File: config.mk
export PLATFORM = sky130hd
export DESIGN_NAME = video_top
export DESIGN_NICKNAME = d
export VERILOG_FILES = /design/src/hdl/video_pkg.sv /design/src/hdl/cpu_bus_if.sv /design/src/hdl/raster_if.sv /design/src/hdl/colour_mixer.sv /design/src/hdl/tile_layer.sv /design/src/hdl/video_regs.sv /design/src/hdl/video_timing.sv /design/src/hdl/video_top.sv
export SDC_FILE = /design/constraint.sdc
export NUM_CORES = 1
export LEC_CHECK = 0
export BUFFER_PORTS_ARGS = -buffer_cell sky130_fd_sc_hd__buf_2
export CAP_MARGIN = 40
export CORE_MARGIN = 5
export CORE_UTILIZATION = 25
export DETAILED_ROUTE_END_ITERATION = 8
export HOLD_SLACK_MARGIN = 0.03
export PLACE_DENSITY = 0.5
export SYNTH_ARGS = -nofsm -noshare
export SYNTH_HDL_FRONTEND = slang
export SYNTH_SLANG_ARGS = --single-unit
File: constraint.sdc
create_clock -name clk -period 17.4 [get_ports clk]
set_input_delay 1.74 -clock clk [delete_from_list [all_inputs] [get_ports clk]]
set_output_delay 1.74 -clock clk [all_outputs]
set_load 0.03 [all_outputs]
File: src/hdl/video_pkg.sv
// Video subsystem shared definitions
// Raster geometry, CPU address map and register encodings
`default_nettype none

package video_pkg;

    // Shrunk raster, one pixel per clock
    localparam int h_active     = 32;
    localparam int h_total      = 40;
    localparam int h_sync_start = 34;
    localparam int h_sync_end   = 37;
    localparam int v_active     = 24;
    localparam int v_total      = 28;
    localparam int v_sync_start = 25;
    localparam int v_sync_end   = 26;
    localparam int h_bits       = 6;
    localparam int v_bits       = 5;

    // Tile map is 64 pixels wide, scroll wraps there
    localparam int tile_size   = 8;
    localparam int map_cols    = 8;
    localparam int map_rows    = 3;
    localparam int map_entries = map_cols * map_rows;
    localparam int pal_entries = 16;

    typedef struct packed {
        logic       opaque;
        logic [3:0] index;
    } map_entry_t;

    typedef struct packed {
        logic [4:0] r;
        logic [4:0] g;
        logic [4:0] b;
    } rgb_t;

    // Region comes from cpu address bits 7:6
    typedef enum logic [1:0] {
        region_regs    = 2'd0,
        region_palette = 2'd1,
        region_map     = 2'd2,
        region_unused  = 2'd3
    } bus_region_e;

    typedef enum logic [5:0] {
        reg_ctrl   = 6'd0,
        reg_scroll = 6'd1,
        reg_bg     = 6'd2,
        reg_line   = 6'd3
    } reg_addr_e;

endpackage

`default_nettype wire

File: src/hdl/cpu_bus_if.sv
// CPU write bus
// Single-cycle write strobe with address and data, no read-back
`timescale 1ns/1ps
`default_nettype none

interface cpu_bus_if;

    logic [7:0]  addr;
    logic [15:0] data;
    logic        we;

    // Blocks that own storage decode their own region
    modport receiver (
        input addr,
        input data,
        input we
    );

endinterface

`default_nettype wire

File: src/hdl/raster_if.sv
// Beam position and blanking from the timing generator
`timescale 1ns/1ps
`default_nettype none

interface raster_if;

    logic [video_pkg::h_bits-1:0] hcount;
    logic [video_pkg::v_bits-1:0] vcount;
    logic                         lhbl;
    logic                         lvbl;

    modport source (
        output hcount, vcount, lhbl, lvbl
    );

    modport sink (
        input hcount, vcount, lhbl, lvbl
    );

endinterface

`default_nettype wire

File: src/hdl/colour_mixer.sv
// Colour mixer
// Palette RAM, tile layer over background colour, and RGB blanking.
// Raster signals are delayed two clocks to stay aligned with the colour.
`timescale 1ns/1ps
`default_nettype none

module colour_mixer (
    input  logic                         clk,
    input  logic                         rst,
    cpu_bus_if.receiver                  bus,
    raster_if.sink                       raster,
    input  video_pkg::map_entry_t        tile_pxl,
    input  video_pkg::rgb_t              bg_colour,
    output logic [video_pkg::h_bits-1:0] hdump,
    output logic [video_pkg::v_bits-1:0] vdump,
    output logic                         lhbl,
    output logic                         lvbl,
    output logic [4:0]                   red,
    output logic [4:0]                   green,
    output logic [4:0]                   blue
);

    video_pkg::rgb_t              palette [video_pkg::pal_entries];
    video_pkg::bus_region_e       region;
    logic                         pal_we;
    logic [video_pkg::h_bits-1:0] hcount_d;
    logic [video_pkg::v_bits-1:0] vcount_d;
    logic                         lhbl_d;
    logic                         lvbl_d;
    video_pkg::rgb_t              colour;

    assign region = video_pkg::bus_region_e'(bus.addr[7:6]);
    assign pal_we = bus.we && (region == video_pkg::region_palette)
                    && (bus.addr[5:0] < video_pkg::pal_entries);

    always_ff @(posedge clk or posedge rst) begin
        if (rst) begin
            for (int i = 0; i < video_pkg::pal_entries; i++) begin
                palette[i] <= '0;
            end
        end else if (pal_we) begin
            palette[bus.addr[3:0]] <= bus.data[14:0];
        end
    end

    // Tile over background, black outside the active area
    always_comb begin
        colour = tile_pxl.opaque ? palette[tile_pxl.index] : bg_colour;
        if (!lhbl_d || !lvbl_d) begin
            colour = '0;
        end
    end

    // First stage lines the raster up with tile_pxl, second with the colour
    always_ff @(posedge clk or posedge rst) begin
        if (rst) begin
            hcount_d <= '0;
            vcount_d <= '0;
            lhbl_d   <= 1'b1;
            lvbl_d   <= 1'b1;
            hdump    <= '0;
            vdump    <= '0;
            lhbl     <= 1'b1;
            lvbl     <= 1'b1;
            red      <= '0;
            green    <= '0;
            blue     <= '0;
        end else begin
            hcount_d <= raster.hcount;
            vcount_d <= raster.vcount;
            lhbl_d   <= raster.lhbl;
            lvbl_d   <= raster.lvbl;
            hdump    <= hcount_d;
            vdump    <= vcount_d;
            lhbl     <= lhbl_d;
            lvbl     <= lvbl_d;
            red      <= colour.r;
            green    <= colour.g;
            blue     <= colour.b;
        end
    end

endmodule

`default_nettype wire

File: src/hdl/tile_layer.sv
// Tile layer
// Holds the tile map and looks up one entry per pixel, with
// horizontal scroll wrapping at the 64-pixel map width
`timescale 1ns/1ps
`default_nettype none

module tile_layer (
    input  logic                         clk,
    input  logic                         rst,
    cpu_bus_if.receiver                  bus,
    raster_if.sink                       raster,
    input  logic                         layer_en,
    input  logic [video_pkg::h_bits-1:0] scroll,
    output video_pkg::map_entry_t        tile_pxl
);

    video_pkg::map_entry_t        tile_map [video_pkg::map_entries];
    video_pkg::bus_region_e       region;
    logic                         map_we;
    logic [video_pkg::h_bits-1:0] hpos;
    logic [2:0]                   tile_col;
    logic [1:0]                   tile_row;
    logic [4:0]                   map_idx;
    video_pkg::map_entry_t        entry;

    // Write decode, offset is row * map_cols + column
    assign region = video_pkg::bus_region_e'(bus.addr[7:6]);
    assign map_we = bus.we && (region == video_pkg::region_map)
                    && (bus.addr[5:0] < video_pkg::map_entries);

    always_ff @(posedge clk or posedge rst) begin
        if (rst) begin
            for (int i = 0; i < video_pkg::map_entries; i++) begin
                tile_map[i] <= '0;
            end
        end else if (map_we) begin
            tile_map[bus.addr[4:0]] <= bus.data[4:0];
        end
    end

    // Scrolled position wraps naturally in 6 bits
    assign hpos     = raster.hcount + scroll;
    assign tile_col = 3'(hpos / video_pkg::tile_size);
    assign tile_row = 2'(raster.vcount / video_pkg::tile_size);
    assign map_idx  = 5'(tile_row * video_pkg::map_cols + tile_col);

    // Rows below the map fall in vertical blank
    always_comb begin
        entry = '0;
        if (map_idx < video_pkg::map_entries) begin
            entry = tile_map[map_idx];
        end
    end

    always_ff @(posedge clk) begin
        tile_pxl.index  <= entry.index;
        tile_pxl.opaque <= entry.opaque && layer_en;
    end

endmodule

`default_nettype wire

File: src/hdl/video_regs.sv
// Video control registers
// Layer enable, horizontal scroll, background colour and the
// line interrupt target, all written from the CPU bus
`timescale 1ns/1ps
`default_nettype none

module video_regs (
    input  logic                         clk,
    input  logic                         rst,
    cpu_bus_if.receiver                  bus,
    output logic                         layer_en,
    output logic [video_pkg::h_bits-1:0] scroll,
    output video_pkg::rgb_t              bg_colour,
    output logic [video_pkg::v_bits-1:0] int_line
);

    video_pkg::bus_region_e region;
    video_pkg::reg_addr_e   offset;
    logic                   reg_we;

    assign region = video_pkg::bus_region_e'(bus.addr[7:6]);
    assign offset = video_pkg::reg_addr_e'(bus.addr[5:0]);
    assign reg_we = bus.we && (region == video_pkg::region_regs);

    always_ff @(posedge clk or posedge rst) begin
        if (rst) begin
            layer_en  <= 1'b0;
            scroll    <= '0;
            bg_colour <= '0;
            int_line  <= '0;
        end else if (reg_we) begin
            case (offset)
                video_pkg::reg_ctrl:   layer_en  <= bus.data[0];
                video_pkg::reg_scroll: scroll    <= bus.data[video_pkg::h_bits-1:0];
                // Red in the top bits, as 5:5:5
                video_pkg::reg_bg:     bg_colour <= bus.data[14:0];
                video_pkg::reg_line:   int_line  <= bus.data[video_pkg::v_bits-1:0];
                default: ;
            endcase
        end
    end

endmodule

`default_nettype wire

File: src/hdl/video_timing.sv
// Video timing generator
// Beam counters, sync and blanking, vertical and line interrupts.
// All outputs are registered and aligned with the counters.
`timescale 1ns/1ps
`default_nettype none

module video_timing (
    input  logic                         clk,
    input  logic                         rst,
    raster_if.source                     raster,
    input  logic [video_pkg::v_bits-1:0] int_line,
    output logic                         hs,
    output logic                         vs,
    output logic                         vint,
    output logic                         line_intn
);

    logic [video_pkg::h_bits-1:0] h_next;
    logic [video_pkg::v_bits-1:0] v_next;
    logic                         h_wrap;

    // Next beam position
    always_comb begin
        h_wrap = raster.hcount == video_pkg::h_bits'(video_pkg::h_total - 1);
        h_next = h_wrap ? '0 : raster.hcount + 1'b1;
        v_next = raster.vcount;
        if (h_wrap) begin
            if (raster.vcount == video_pkg::v_bits'(video_pkg::v_total - 1))
                v_next = '0;
            else
                v_next = raster.vcount + 1'b1;
        end
    end

    // Decode from the next position so flags line up with the counters
    always_ff @(posedge clk or posedge rst) begin
        if (rst) begin
            raster.hcount <= '0;
            raster.vcount <= '0;
            raster.lhbl   <= 1'b1;
            raster.lvbl   <= 1'b1;
            hs            <= 1'b0;
            vs            <= 1'b0;
            vint          <= 1'b0;
            line_intn     <= 1'b1;
        end else begin
            raster.hcount <= h_next;
            raster.vcount <= v_next;
            raster.lhbl   <= h_next < video_pkg::h_active;
            raster.lvbl   <= v_next < video_pkg::v_active;
            hs <= (h_next >= video_pkg::h_sync_start) && (h_next < video_pkg::h_sync_end);
            vs <= (v_next >= video_pkg::v_sync_start) && (v_next < video_pkg::v_sync_end);
            // One pulse at the start of vertical blank
            vint      <= (v_next == video_pkg::v_active) && (h_next == '0);
            line_intn <= v_next != int_line;
        end
    end

endmodule

`default_nettype wire

File: src/hdl/video_top.sv
// Raster video subsystem top level
// CPU write bus in, sync, blanking, interrupts and 5:5:5 RGB out
`timescale 1ns/1ps
`default_nettype none

module video_top (
    input  logic                         clk,
    input  logic                         rst,
    input  logic [7:0]                   cpu_addr,
    input  logic [15:0]                  cpu_data,
    input  logic                         cpu_we,
    output logic                         hs,
    output logic                         vs,
    output logic                         lhbl,
    output logic                         lvbl,
    output logic [video_pkg::h_bits-1:0] hdump,
    output logic [video_pkg::v_bits-1:0] vdump,
    output logic                         vint,
    output logic                         line_intn,
    output logic [4:0]                   red,
    output logic [4:0]                   green,
    output logic [4:0]                   blue
);

    cpu_bus_if bus ();
    raster_if  raster ();

    logic                         layer_en;
    logic [video_pkg::h_bits-1:0] scroll;
    video_pkg::rgb_t              bg_colour;
    logic [video_pkg::v_bits-1:0] int_line;
    video_pkg::map_entry_t        tile_pxl;

    assign bus.addr = cpu_addr;
    assign bus.data = cpu_data;
    assign bus.we   = cpu_we;

    video_timing u_timing (
        .clk       ( clk       ),
        .rst       ( rst       ),
        .raster    ( raster    ),
        .int_line  ( int_line  ),
        .hs        ( hs        ),
        .vs        ( vs        ),
        .vint      ( vint      ),
        .line_intn ( line_intn )
    );

    video_regs u_regs (
        .clk       ( clk       ),
        .rst       ( rst       ),
        .bus       ( bus       ),
        .layer_en  ( layer_en  ),
        .scroll    ( scroll    ),
        .bg_colour ( bg_colour ),
        .int_line  ( int_line  )
    );

    tile_layer u_tile (
        .clk      ( clk      ),
        .rst      ( rst      ),
        .bus      ( bus      ),
        .raster   ( raster   ),
        .layer_en ( layer_en ),
        .scroll   ( scroll   ),
        .tile_pxl ( tile_pxl )
    );

    colour_mixer u_mixer (
        .clk       ( clk       ),
        .rst       ( rst       ),
        .bus       ( bus       ),
        .raster    ( raster    ),
        .tile_pxl  ( tile_pxl  ),
        .bg_colour ( bg_colour ),
        .hdump     ( hdump     ),
        .vdump     ( vdump     ),
        .lhbl      ( lhbl      ),
        .lvbl      ( lvbl      ),
        .red       ( red       ),
        .green     ( green     ),
        .blue      ( blue      )
    );

endmodule

`default_nettype wire

==> results of run 1 <==
-- layer usage --
metal  wire length (um)  vias up
met2              26100      276
met4               1140        4
li1                   -     5441
met5                 27        -
met3               2540       85
met1              25400     6662
-- worst max-delay path, cell delays in order (launching register included) --
cell and delay (ps):
sky130_fd_sc_hd__dfrtp_1 510, sky130_fd_sc_hd__ha_1 910, sky130_fd_sc_hd__xor2_4 160, sky130_fd_sc_hd__buf_4 570, sky130_fd_sc_hd__nand3_1 470, sky130_fd_sc_hd__mux2_2 570
sky130_fd_sc_hd__o211ai_1 230, sky130_fd_sc_hd__o22ai_1 160, sky130_fd_sc_hd__or4_1 580
-- worst max path at each step --
stage,startpoint,to,slack (ps),cells after the start
2_1_floorplan,rst,u_mixer.blue[0],3270,1
3_3_place_gp,cpu_addr[5],u_mixer.palette[115],12940,6
3_5_place_dp,u_timing.raster.hcount[4],u_tile.tile_pxl[2],13030,8
4_1_cts,u_timing.raster.hcount[4],u_tile.tile_pxl[2],13010,8
5_1_grt,u_timing.raster.hcount[4],u_tile.tile_pxl[2],12910,8
6_report,u_timing.raster.hcount[4],u_tile.tile_pxl[2],13060,8
-- report_power, final --
group	internal (mW)	switching (mW)	total [mW]
Combinational	0.0785	0.0983	0.177
Clock	0.640	0.440	1.08
Sequential	1.09	0.0242	1.11
-- cell families after synthesis --
group,count (synthesis)
fa+ha+maj,9
mux,527
simple gates,198
compound gates,120
xor+xnor,13
flops,450
buf+inv,117
-- layout by cell type, fill, tap and decap left out, drive strengths merged, types with 4 or more instances in the layout --
cell     count
or4          4
nor3        13
clkbuf      69
bufinv       5
nor2b        7
dfxtp        5
ha           8
o32ai        7
o211ai      10
buf         99
a211oi      16
nand3       15
nor3b        5
xor2         8
nor2        62
dfrtp      438
o21ai       16
xnor2        5
a21oi        8
dfstp        7
mux2       392
clkinv      11
o221ai       8
mux4        76
and3         4
nor4         4
a2bb2oi     29
mux2i       59
nand2       63
inv         17
-- registers in the layout (all words and copies together) (netlist names), 5 cells and up --
| name | count |
|---|---|
| u_regs.bg_colour | 15 |
| u_mixer.vcount_d | 5 |
| u_mixer.hcount_d | 6 |
| u_mixer.red | 5 |
| u_timing.raster.vcount | 5 |
| u_timing.raster.hcount | 6 |
| u_mixer.vdump | 5 |
| u_mixer.green | 5 |
| u_mixer.palette | 240 |
| u_tile.tile_map | 120 |
| u_mixer.blue | 5 |
| u_tile.tile_pxl | 5 |
| u_mixer.hdump | 6 |
| u_regs.scroll | 6 |
| u_regs.int_line | 5 |
-- through the flow --
stage | cell area (um^2) | power [mW] | setup WS (ps) | util (%) | cells
after global routing | 24100 | 2.47 | 12910 | 29.4 | 2590
after global placement | 22000 | 1.30 | 12940 | 26.9 | 2483
after detailed placement | 22400 | 1.31 | 13030 | 27.3 | 2501
after CTS | 24100 | 2.41 | 13010 | 29.4 | 2590
final | 24100 | 2.37 | 13060 | 29.4 | 2592
after floorplan | 20600 | 1.25 | 3270 | - | 1434
-- final cells by class --
class	count	area (um^2)
repair buffers	99	848
inverters	15	63.8
clock inverters	20	282
well taps	1070	1340
diodes	2	5.00
fillers	8167	57800
clock buffers	69	1400
flip-flops and latches	450	11200
multi-input cells	867	8880
==> flow_metrics.tcl, run 1 <==
set metrics [dict create \
    result_of_the_run "complete, no violations" \
    cellPowerDensity_mw_per_mm2 98.5 \
    maxSlewHeadroom_pct 36.9 \
    clk_root_buffer_cell "sky130_fd_sc_hd__clkbuf_16" \
    synthCells 1434 \
    core_mm2 0.0818 \
    pins_over_slew_limit 0 \
    via_per_inst 4.81 \
    timing.hold.worst.start "u_mixer.hcount_d[1]" \
    cap_viol_max_count 0 \
    synth_top_area_share_pct 53.2 \
    synth-seq-cells 450 \
    synth_top_family_by_area "multiplexers" \
    use_met2_pct 20.3 \
    syn_nets 1469 \
    drtAntennaViolNets 0 \
    launching_element_type_of_the_critical_path "flip-flop" \
    synthesis.yosys.warnings 0 \
    synth-async-reset-ratio_pct 98.9 \
    synth_compound_gate_area_share_pct 4.49 \
    dieArea_mm2 0.0883 \
    timing_hold_violations_final 0 \
    clock_tree.htree_level_count 2 \
    postCtsSetupRepairBufs 0 \
    share_of_post_route_cells_with_drive_strength_above_1_pct 38.6 \
    finalCriticalPeriod_ps 4340 \
    share_of_the_yosys_chip_area_belonging_to_registers_pct 54.6 \
    grt.overflow.total 0 \
    worst_hold_endpoint "u_mixer.hdump[1]" \
    place_congestion 0.787 \
    cts_tree "built" \
    cts-buffers-inserted 49 \
    static-leakage-power_nw 11.2 \
    vias 12468 \
    setup_tns_ps 0 \
    initial_antenna_violation_count 6 \
    synth_area_per_cell_um2 14.4 \
    count_of_flip_flops_with_a_built_in_enable_after_synthesis 0 \
    simple_gate_share_of_the_synthesized_area_pct 4.73 \
    clock_insertion_delay_worst_skew_ps 600 \
    post-synth-top-area-cell "sky130_fd_sc_hd__dfrtp_1" \
    finalSetupViolCount 0 \
    grt_most_used_layer "met2" \
    synth.cells.most_frequent "438 x sky130_fd_sc_hd__dfrtp_1, 302 x sky130_fd_sc_hd__mux2_2, 89 x sky130_fd_sc_hd__mux2_1, 76 x sky130_fd_sc_hd__mux4_2, 71 x sky130_fd_sc_hd__clkbuf_1" \
    worst_r2r_endpoint "u_tile.tile_pxl[2]" \
    cts.reportedPaths.clkPinSlew_ps 60 \
    nets_finish 1517 \
    min-delay-path-class "flip-flop to flip-flop" \
    capturing_element_type_of_the_critical_path "flip-flop" \
    grt_usage_pct 12.4 \
    drt-wirelength-per-cell_um 21.3 \
    clk_path_buf_depth 3 \
    cts_hold_repair.buffers 0 \
    worst-path-max-fanout 39 \
    global_route.usage.met1_pct 17.1 \
    layout_worst_path_cycle_share_pct 25.0 \
    critPathKind "flip-flop to flip-flop" \
    buffer_ports.inserted 57 \
    detailedPlacementHpwl_mm 34.9 \
    std_cell_rows 105 \
    clock_sink_count 450 \
    most_instantiated_library_cell_after_synthesis "sky130_fd_sc_hd__dfrtp_1" \
    hold_ws_ps 344 \
    io_pins 59 \
    yosys.area_share.xor_xnor_pct 0.625 \
    floorplan.die.width_um 297 \
    drt_first_pass_iters 5 \
    post_cts_resized 0 \
    drt-total-wl_mm 55.2 \
    max_vdd_drop_mv 0.0715 \
    synth_adder_area_share_pct 0.534 \
    synth.cell_area_mm2 0.0206 \
    crit_required_ps 17860 \
    max_slew.worst_pin.slew_ps 947 \
    fp.dieH_um 297 \
    post_synth_mux_area_share_pct 32.6 \
    fin_worst_skew_ps 44.4 \
    vias_in_the_first_global_route 13273 \
    reg2regPathDepth 8 \
    grt_setup_unrepaired "no" \
    grt_first_pass_wirelength_mm 86.1 \
    synth_cell_type_count 72 \
    pin_count_of_the_biggest_net_entering_global_routing 169 \
    hold_critical_path_depth 0 \
    area.growth.synth_to_final_pct 16.8 \
    yosys-top-cells-area "sky130_fd_sc_hd__dfrtp_1 53%, sky130_fd_sc_hd__mux2_2 17%, sky130_fd_sc_hd__mux4_2 8.3%" \
    timing.critical_path.arrival_ps 4800 \
    global_route_track_usage_on_met3_pct 2.36 \
    initial_core_utilization_pct 25.2 \
    fmax_mhz 230 \
    synth_top_flop_cell "sky130_fd_sc_hd__dfrtp_1" \
    drt_iter0_drc 699 \
    reg_to_reg_slack_setup_ps 13060 \
    drc 0 \
    timing.rr.start "u_timing.raster.hcount[4]" \
]
Power figures use the tool's default switching activity.
==> run 2, diff against run 1 <==
--- a/config.mk
+++ b/config.mk
@@ -5,6 +5,7 @@
 export SDC_FILE = /design/constraint.sdc
 export NUM_CORES = 1
 export LEC_CHECK = 0
+export ABC_AREA = 1
 export BUFFER_PORTS_ARGS = -buffer_cell sky130_fd_sc_hd__buf_2
 export CAP_MARGIN = 40
 export CORE_MARGIN = 5
==> constraint.sdc (replaced) <==
create_clock -name clk -period 4.47 [get_ports clk]
set_input_delay 0.447 -clock clk [delete_from_list [all_inputs] [get_ports clk]]
set_output_delay 0.447 -clock clk [all_outputs]
set_load 0.03 [all_outputs]
==> flow_metrics.tcl, run 2 <==
set metrics [dict create \
    critPathKind "flip-flop to flip-flop" \
    core_mm2 0.0786 \
    vias_in_the_first_global_route 15615 \
    seq_power_share_pct 47.9 \
    synth_area_per_cell_um2 8.61 \
    drt-total-wl_mm 57.1 \
    syn_nets 2322 \
    share_of_post_route_cells_with_drive_strength_above_1_pct 8.69 \
    initial_antenna_violation_count 2 \
    grt_first_pass_wirelength_mm 91.1 \
    sequential_cell_area_in_the_final_layout_mm2 0.0112 \
    cts-buffers-inserted 47 \
    cellInternalPower_mw 6.70 \
    synth.cells.most_frequent "621 x sky130_fd_sc_hd__nand2_1, 502 x sky130_fd_sc_hd__o21ai_0, 438 x sky130_fd_sc_hd__dfrtp_1, 182 x sky130_fd_sc_hd__nor2_1, 125 x sky130_fd_sc_hd__clkbuf_1" \
    pre_cts_slack_ps 1460 \
    place_congestion 0.782 \
    drc 0 \
    hold_ws_ps 346 \
    post-synth-top-area-cell "sky130_fd_sc_hd__dfrtp_1" \
    crit_required_ps 4940 \
    reg.largest.list "u_mixer.palette (240), u_tile.tile_map (120), u_regs.bg_colour (15)" \
    finalCriticalPeriod_ps 3040 \
    fp.dieH_um 291 \
    yosys-top-cells-area "sky130_fd_sc_hd__dfrtp_1 56%, sky130_fd_sc_hd__o21ai_0 13%, sky130_fd_sc_hd__nand2_1 12%" \
    multi_input_area_mm2 0.00737 \
    io_pins 59 \
    share_of_the_yosys_chip_area_belonging_to_registers_pct 57.1 \
    dpl_cell_area_mm2 0.0211 \
    post_cts_resized 0 \
    max_slew.worst_pin.slew_ps 863 \
    largest_register_ffs 240 \
    global_route_track_usage_on_met3_pct 2.51 \
    clk_path_buf_depth 3 \
    worst-path-max-fanout 54 \
    pins_over_slew_limit 0 \
    cap_viol_max_count 0 \
    share_comb_of_total_power_pct 10.3 \
    floorplan.die.width_um 291 \
    timing.critical_path.arrival_ps 3500 \
    final_util_pct 28.7 \
    pin_count_of_the_biggest_net_entering_global_routing 106 \
    filler_cell_count 8374 \
    fmax_mhz 329 \
    global_route.usage.met1_pct 18.2 \
    synth-seq-cells 450 \
    cts_hold_repair.buffers 1 \
    count_of_flip_flops_with_a_built_in_enable_after_synthesis 0 \
    buffer_ports.inserted 57 \
    synth.cell_area_mm2 0.0197 \
    postCtsSetupRepairBufs 0 \
    synthesis.yosys.warnings 0 \
    initial_core_utilization_pct 25.1 \
    use_met2_pct 21.5 \
    result_of_the_run "complete, no violations" \
    top_register "u_mixer.palette" \
    launching_element_type_of_the_critical_path "flip-flop" \
    dieArea_mm2 0.0845 \
    synth_cell_type_count 45 \
    most-common-layout-cells "621 x sky130_fd_sc_hd__nand2_1, 502 x sky130_fd_sc_hd__o21ai_0, 438 x sky130_fd_sc_hd__dfrtp_1, 182 x sky130_fd_sc_hd__nor2_1" \
    nets_finish 2312 \
    layout_worst_path_cycle_share_pct 68.0 \
    static-leakage-power_nw 10.2 \
    clock_sink_count 450 \
    clock_insertion_delay_worst_skew_ps 600 \
    cts_tree "built" \
    via_per_inst 4.74 \
    grt_most_used_layer "met2" \
    synth_top_area_share_pct 55.7 \
    fin_worst_skew_ps 30.5 \
    cts.reportedPaths.clkPinSlew_ps 60 \
    max_vdd_drop_mv 0.266 \
    pwr-share-clk_pct 41.9 \
    crit_path_start "u_tile.tile_pxl[0]" \
    drt_first_pass_iters 7 \
    std_cell_rows 103 \
    synth-async-reset-ratio_pct 98.9 \
    finalSetupViolCount 0 \
    netSwitchingPower_mw 2.42 \
    cellPowerDensity_mw_per_mm2 404 \
    postLayoutSetupSlackWorst_ps 1430 \
    grt.overflow.total 0 \
    drtAntennaViolNets 0 \
    diodes 0 \
    detailedPlacementHpwl_mm 34.6 \
    final_common_cell "sky130_fd_sc_hd__nand2_1" \
    clk_root_buffer_cell "sky130_fd_sc_hd__clkbuf_16" \
    grt_usage_pct 13.3 \
    capturing_element_type_of_the_critical_path "flip-flop" \
    vias 15932 \
    clock_tree.htree_level_count 2 \
    power.switching_fraction_pct 26.5 \
    drt-wirelength-per-cell_um 17.0 \
    drt_iter0_drc 1349 \
    maxSlewHeadroom_pct 42.4 \
    timing.rr.start "u_tile.tile_pxl[0]" \
    synth_top_flop_cell "sky130_fd_sc_hd__dfrtp_1" \
    min-delay-path-class "flip-flop to flip-flop" \
    final_area_mm2 0.0226 \
    most_instantiated_library_cell_after_synthesis "sky130_fd_sc_hd__nand2_1" \
    timing_hold_violations_final 0 \
    synthCells 2287 \
    grt_setup_unrepaired "no" \
    timing.hold.worst.start "u_mixer.hcount_d[0]" \
    area.growth.synth_to_final_pct 14.7 \
]
==> run 2: changes by cell type after synthesis, moves of 16 or more <==
cell                        delta
sky130_fd_sc_hd__a211oi_1     -16
sky130_fd_sc_hd__a2bb2oi_1    -29
sky130_fd_sc_hd__clkbuf_1     +54
sky130_fd_sc_hd__inv_1        +83
sky130_fd_sc_hd__mux2_1       -89
sky130_fd_sc_hd__mux2_2      -302
sky130_fd_sc_hd__mux2i_1      -59
sky130_fd_sc_hd__mux4_2       -76
sky130_fd_sc_hd__nand2_1     +558
sky130_fd_sc_hd__nand3_1      +79
sky130_fd_sc_hd__nor2_1      +120
sky130_fd_sc_hd__o21ai_0     +487
sky130_fd_sc_hd__o21ai_1      +26
sky130_fd_sc_hd__o221ai_1     +34
==> run 2: final cells by class <==
cell class              instances  area share [%]
clock buffers                  74            6.28
clock inverters                12           0.332
inverters                     103            1.77
multi-input cells            1578            32.6
flip-flops and latches        450            49.8
well taps                    1050            5.82
repair buffers                 97            3.38
==> run 2: final timing paths <==
path / end / slack, ps / cells past startpoint
worst max-delay path: u_mixer.green[1] / 1430 / 8
worst min-delay path: u_mixer.hdump[0] / 350 / 0
worst max register to register: u_mixer.green[1] / 1430 / 8
worst min register to register: u_mixer.hdump[0] / 350 / 0
max in group asynchronous: u_mixer.palette[159] / 2740 / 4
min in group asynchronous: u_mixer.vdump[4] / 540 / 3
==> run 2: metrics by stage <==
step	cells	TNS (ps)	total power, mW
after floorplan	2287	-872320	5.08
after global placement	3267	0	5.36
after detailed placement	3277	0	5.39
after CTS	3364	0	9.24
after global routing	3364	0	9.55
final	3364	0	9.13
==> run 2: cell families (layout without fill, tap and decap cells) <==
family | Yosys count | count (layout) | share of synthesized area (%)
simple gates | 934 | 934 | 19.1
compound gates | 627 | 627 | 17.4
flops | 450 | 450 | 57.1
buf+inv | 259 | 286 | 5.50
xor+xnor | 9 | 9 | 0.400
fa+ha+maj | 8 | 8 | 0.508
==> run 2: worst max-delay path, cell delays in order, from the launching register on <==
cell                        delay [ps]
sky130_fd_sc_hd__dfxtp_4           740
sky130_fd_sc_hd__clkinv_2          670
sky130_fd_sc_hd__buf_4             440
sky130_fd_sc_hd__o21ai_0           170
sky130_fd_sc_hd__o22ai_1            80
sky130_fd_sc_hd__o21ai_0           380
sky130_fd_sc_hd__nand3_1           140
sky130_fd_sc_hd__o2111ai_1         170
sky130_fd_sc_hd__inv_1              90
==> run 2: per-layer routing <==
layer  share of wire [%]  routed length, um
met4                 2.8               1580
met5                   0                  0
met1                  46              26100
met2                  46              26000
met3                 5.9               3370
==> run 2: power groups by stage <==
stage          registers, mW  logic, mW  clock network (mW)
6_report                4.37      0.938                3.82
5_1_grt                 4.39       1.07                4.09
2_1_floorplan           4.41      0.661                   0
4_1_cts                 4.37      0.949                3.93
3_3_place_gp            4.43      0.924                   0
3_5_place_dp            4.44      0.946                   0
==> run 3, diff against run 2 <==
--- a/config.mk
+++ b/config.mk
@@ -12,7 +12,7 @@
 export CORE_UTILIZATION = 25
 export DETAILED_ROUTE_END_ITERATION = 8
 export HOLD_SLACK_MARGIN = 0.03
-export PLACE_DENSITY = 0.5
+export PLACE_DENSITY = 0.51
 export SYNTH_ARGS = -nofsm -noshare
 export SYNTH_HDL_FRONTEND = slang
 export SYNTH_SLANG_ARGS = --single-unit
==> constraint.sdc (replaced) <==
create_clock -name clk -period 2.7 [get_ports clk]
set_input_delay 0.27 -clock clk [delete_from_list [all_inputs] [get_ports clk]]
set_output_delay 0.27 -clock clk [all_outputs]
set_load 0.03 [all_outputs]
==> flow_metrics.tcl, run 3 (synthesis results as in run 2) <==
set metrics [dict create \
    fin_worst_skew_ps 17.8 \
    share_of_post_route_cells_with_drive_strength_above_1_pct 10.1 \
    cpPeakStageDelay_ps 400 \
    dpl_cell_area_mm2 0.0213 \
    initial_antenna_violation_count 2 \
    post_cts_resized 0 \
    cp-endpoint "u_tile.tile_pxl[0]" \
    largest_register_ffs 240 \
    worst_r2r_endpoint "u_tile.tile_pxl[0]" \
    nets_finish 2341 \
    drt_iter0_drc 1282 \
    result_of_the_run "complete, no violations" \
    clock_tree.htree_level_count 2 \
    pins_over_slew_limit 0 \
    path_depth 14 \
    cts_tree "built" \
    fp.dieH_um 291 \
    vias 15634 \
    timing.critical_path.arrival_ps 2860 \
    final_area_mm2 0.0229 \
    reg_to_reg_slack_setup_ps 340 \
    core_mm2 0.0786 \
    clock_insertion_delay_worst_skew_ps 580 \
    total_power_consumption_mw 15.6 \
    critPathBufInv 1 \
    vias_in_the_first_global_route 15214 \
    maxSlewHeadroom_pct 54.4 \
    grt_usage_pct 13.2 \
    critPathSlowestCell "sky130_fd_sc_hd__dfrtp_1" \
    cap_viol_max_count 0 \
    pin_count_of_the_biggest_net_entering_global_routing 85 \
    via_per_inst 4.61 \
    grt_first_pass_wirelength_mm 90.6 \
    max_vdd_drop_mv 0.432 \
    postLayoutSetupSlackWorst_ps 344 \
    cellPowerDensity_mw_per_mm2 682 \
    final_util_pct 29.2 \
    pre_cts_slack_ps 346 \
    place_congestion 0.766 \
    io_pins 59 \
    clock_sink_count 450 \
    floorplan.die.width_um 291 \
    crit_required_ps 3200 \
    initial_core_utilization_pct 25.1 \
    drt_first_pass_iters 5 \
    timing.rr.start "u_timing.raster.hcount[2]" \
    drt-wirelength-per-cell_um 16.8 \
    grt.overflow.total 0 \
    worst-path-max-fanout 41 \
    std_cell_rows 103 \
    reg.largest.list "u_mixer.palette (240), u_tile.tile_map (120), u_regs.bg_colour (15)" \
    most-common-layout-cells "621 x sky130_fd_sc_hd__nand2_1, 502 x sky130_fd_sc_hd__o21ai_0, 438 x sky130_fd_sc_hd__dfrtp_1, 182 x sky130_fd_sc_hd__nor2_1, 94 x sky130_fd_sc_hd__nand3_1" \
    drc 0 \
    cts.reportedPaths.clkPinSlew_ps 70 \
    finalSetupViolCount 0 \
    dieArea_mm2 0.0845 \
    buffer_ports.inserted 57 \
    min-delay-path-class "input port to async pin" \
    finalCriticalPeriod_ps 2360 \
    postCtsSetupRepairBufs 0 \
    drtAntennaViolNets 0 \
    finish.cell_count_without_fillers 3392 \
    clk_path_buf_depth 3 \
    grt_setup_unrepaired "no" \
    layout_worst_path_cycle_share_pct 87.3 \
    critPathKind "flip-flop to flip-flop" \
    cts-buffers-inserted 47 \
    worstPathCellList "ha_1 -> a21oi_2 -> nand2_2 -> nand2_4 -> nand2_8 -> inv_8 -> nand2_1 -> nand2_1 -> nand2_1 -> nand3_1 -> nand3_1 -> nand2_1 -> nand2_1 -> nand2_1" \
    final_common_cell "sky130_fd_sc_hd__nand2_1" \
    launching_element_type_of_the_critical_path "flip-flop" \
    detailedPlacementHpwl_mm 34.2 \
    max_slew.worst_pin.slew_ps 683 \
    static-leakage-power_nw 10.4 \
    area.growth.synth_to_final_pct 16.4 \
    capturing_element_type_of_the_critical_path "flip-flop" \
    timing_hold_violations_final 0 \
    critical_path.most_common_cell "sky130_fd_sc_hd__nand2_1" \
    fmax_mhz 424 \
    crit_path_start "u_timing.raster.hcount[2]" \
    drt-total-wl_mm 56.8 \
    clk_root_buffer_cell "sky130_fd_sc_hd__clkbuf_16" \
    path_delay_family "simple AND/OR/NAND/NOR gates" \
    top_register "u_mixer.palette" \
    reg2regPathDepth 14 \
    dp_cells 3306 \
]
## run 3: cell types whose count changed in the layout (fill, tap and decap cells not counted), moves of 2 or more
cell	change
sky130_fd_sc_hd__buf_12	+10
sky130_fd_sc_hd__clkbuf_16	+2
sky130_fd_sc_hd__buf_16	-5
sky130_fd_sc_hd__clkinv_2	-2
sky130_fd_sc_hd__buf_4	+29
sky130_fd_sc_hd__buf_8	-5
sky130_fd_sc_hd__bufinv_16	+3
sky130_fd_sc_hd__clkbuf_1	-7
## run 3: worst min path at each step
stage	end	cells past startpoint	slack, ps
floorplan	u_mixer.hdump[0]	0	330
global placement	u_tile.tile_map[21]	2	330
detailed placement	u_tile.tile_map[21]	2	330
CTS	u_regs.layer_en	5	240
global route	u_tile.tile_map[21]	3	280
finish	u_tile.tile_map[28]	3	270
## run 3: tightest hold or removal path, cell delays in order
cell and delay (ps):
sky130_fd_sc_hd__dlygate4sd3_1 530, sky130_fd_sc_hd__buf_2 130, sky130_fd_sc_hd__clkinvlp_4 330
## run 3: routing by layer
layer | global-route usage (%) | wire [um]
met4 | 3.11 | 1110
met3 | 2.08 | 2870
met2 | 21.3 | 26000
met1 | 18.7 | 26800
met5 | 0 | 0
## run 3: report_power, final
| group | leakage [nW] | switching (mW) | internal [mW] |
|---|---|---|---|
| Combinational | 3.49 | 1.12 | 0.539 |
| Sequential | 6.12 | 0.165 | 7.03 |
| Clock | 0.806 | 2.77 | 4.02 |
## run 3: per-stage QoR
step                hold slack, ps  setup TNS [ps]
global placement               331               0
finish                         275               0
detailed placement             325               0
floorplan                      331        -1581210
CTS                            243               0
global route                   279               0
## run 3: layout make-up
cell class | count | area (um^2)
Fill cell | 8440 | 55700
Sequential cell | 450 | 11200
Multi-Input combinational cell | 1578 | 7370
Clock buffer | 70 | 1460
Clock inverter | 14 | 166
Timing Repair Buffer | 126 | 968
Antenna cell | 1 | 2.50
Tap cell | 1050 | 1310
Inverter | 103 | 399
## run 3: repair_timing
item / 4_1_cts / 5_1_grt
hold buffers: 1 / 0
setup endpoints to repair: 0 / 0
endpoints found under the hold margin: 6 / 0
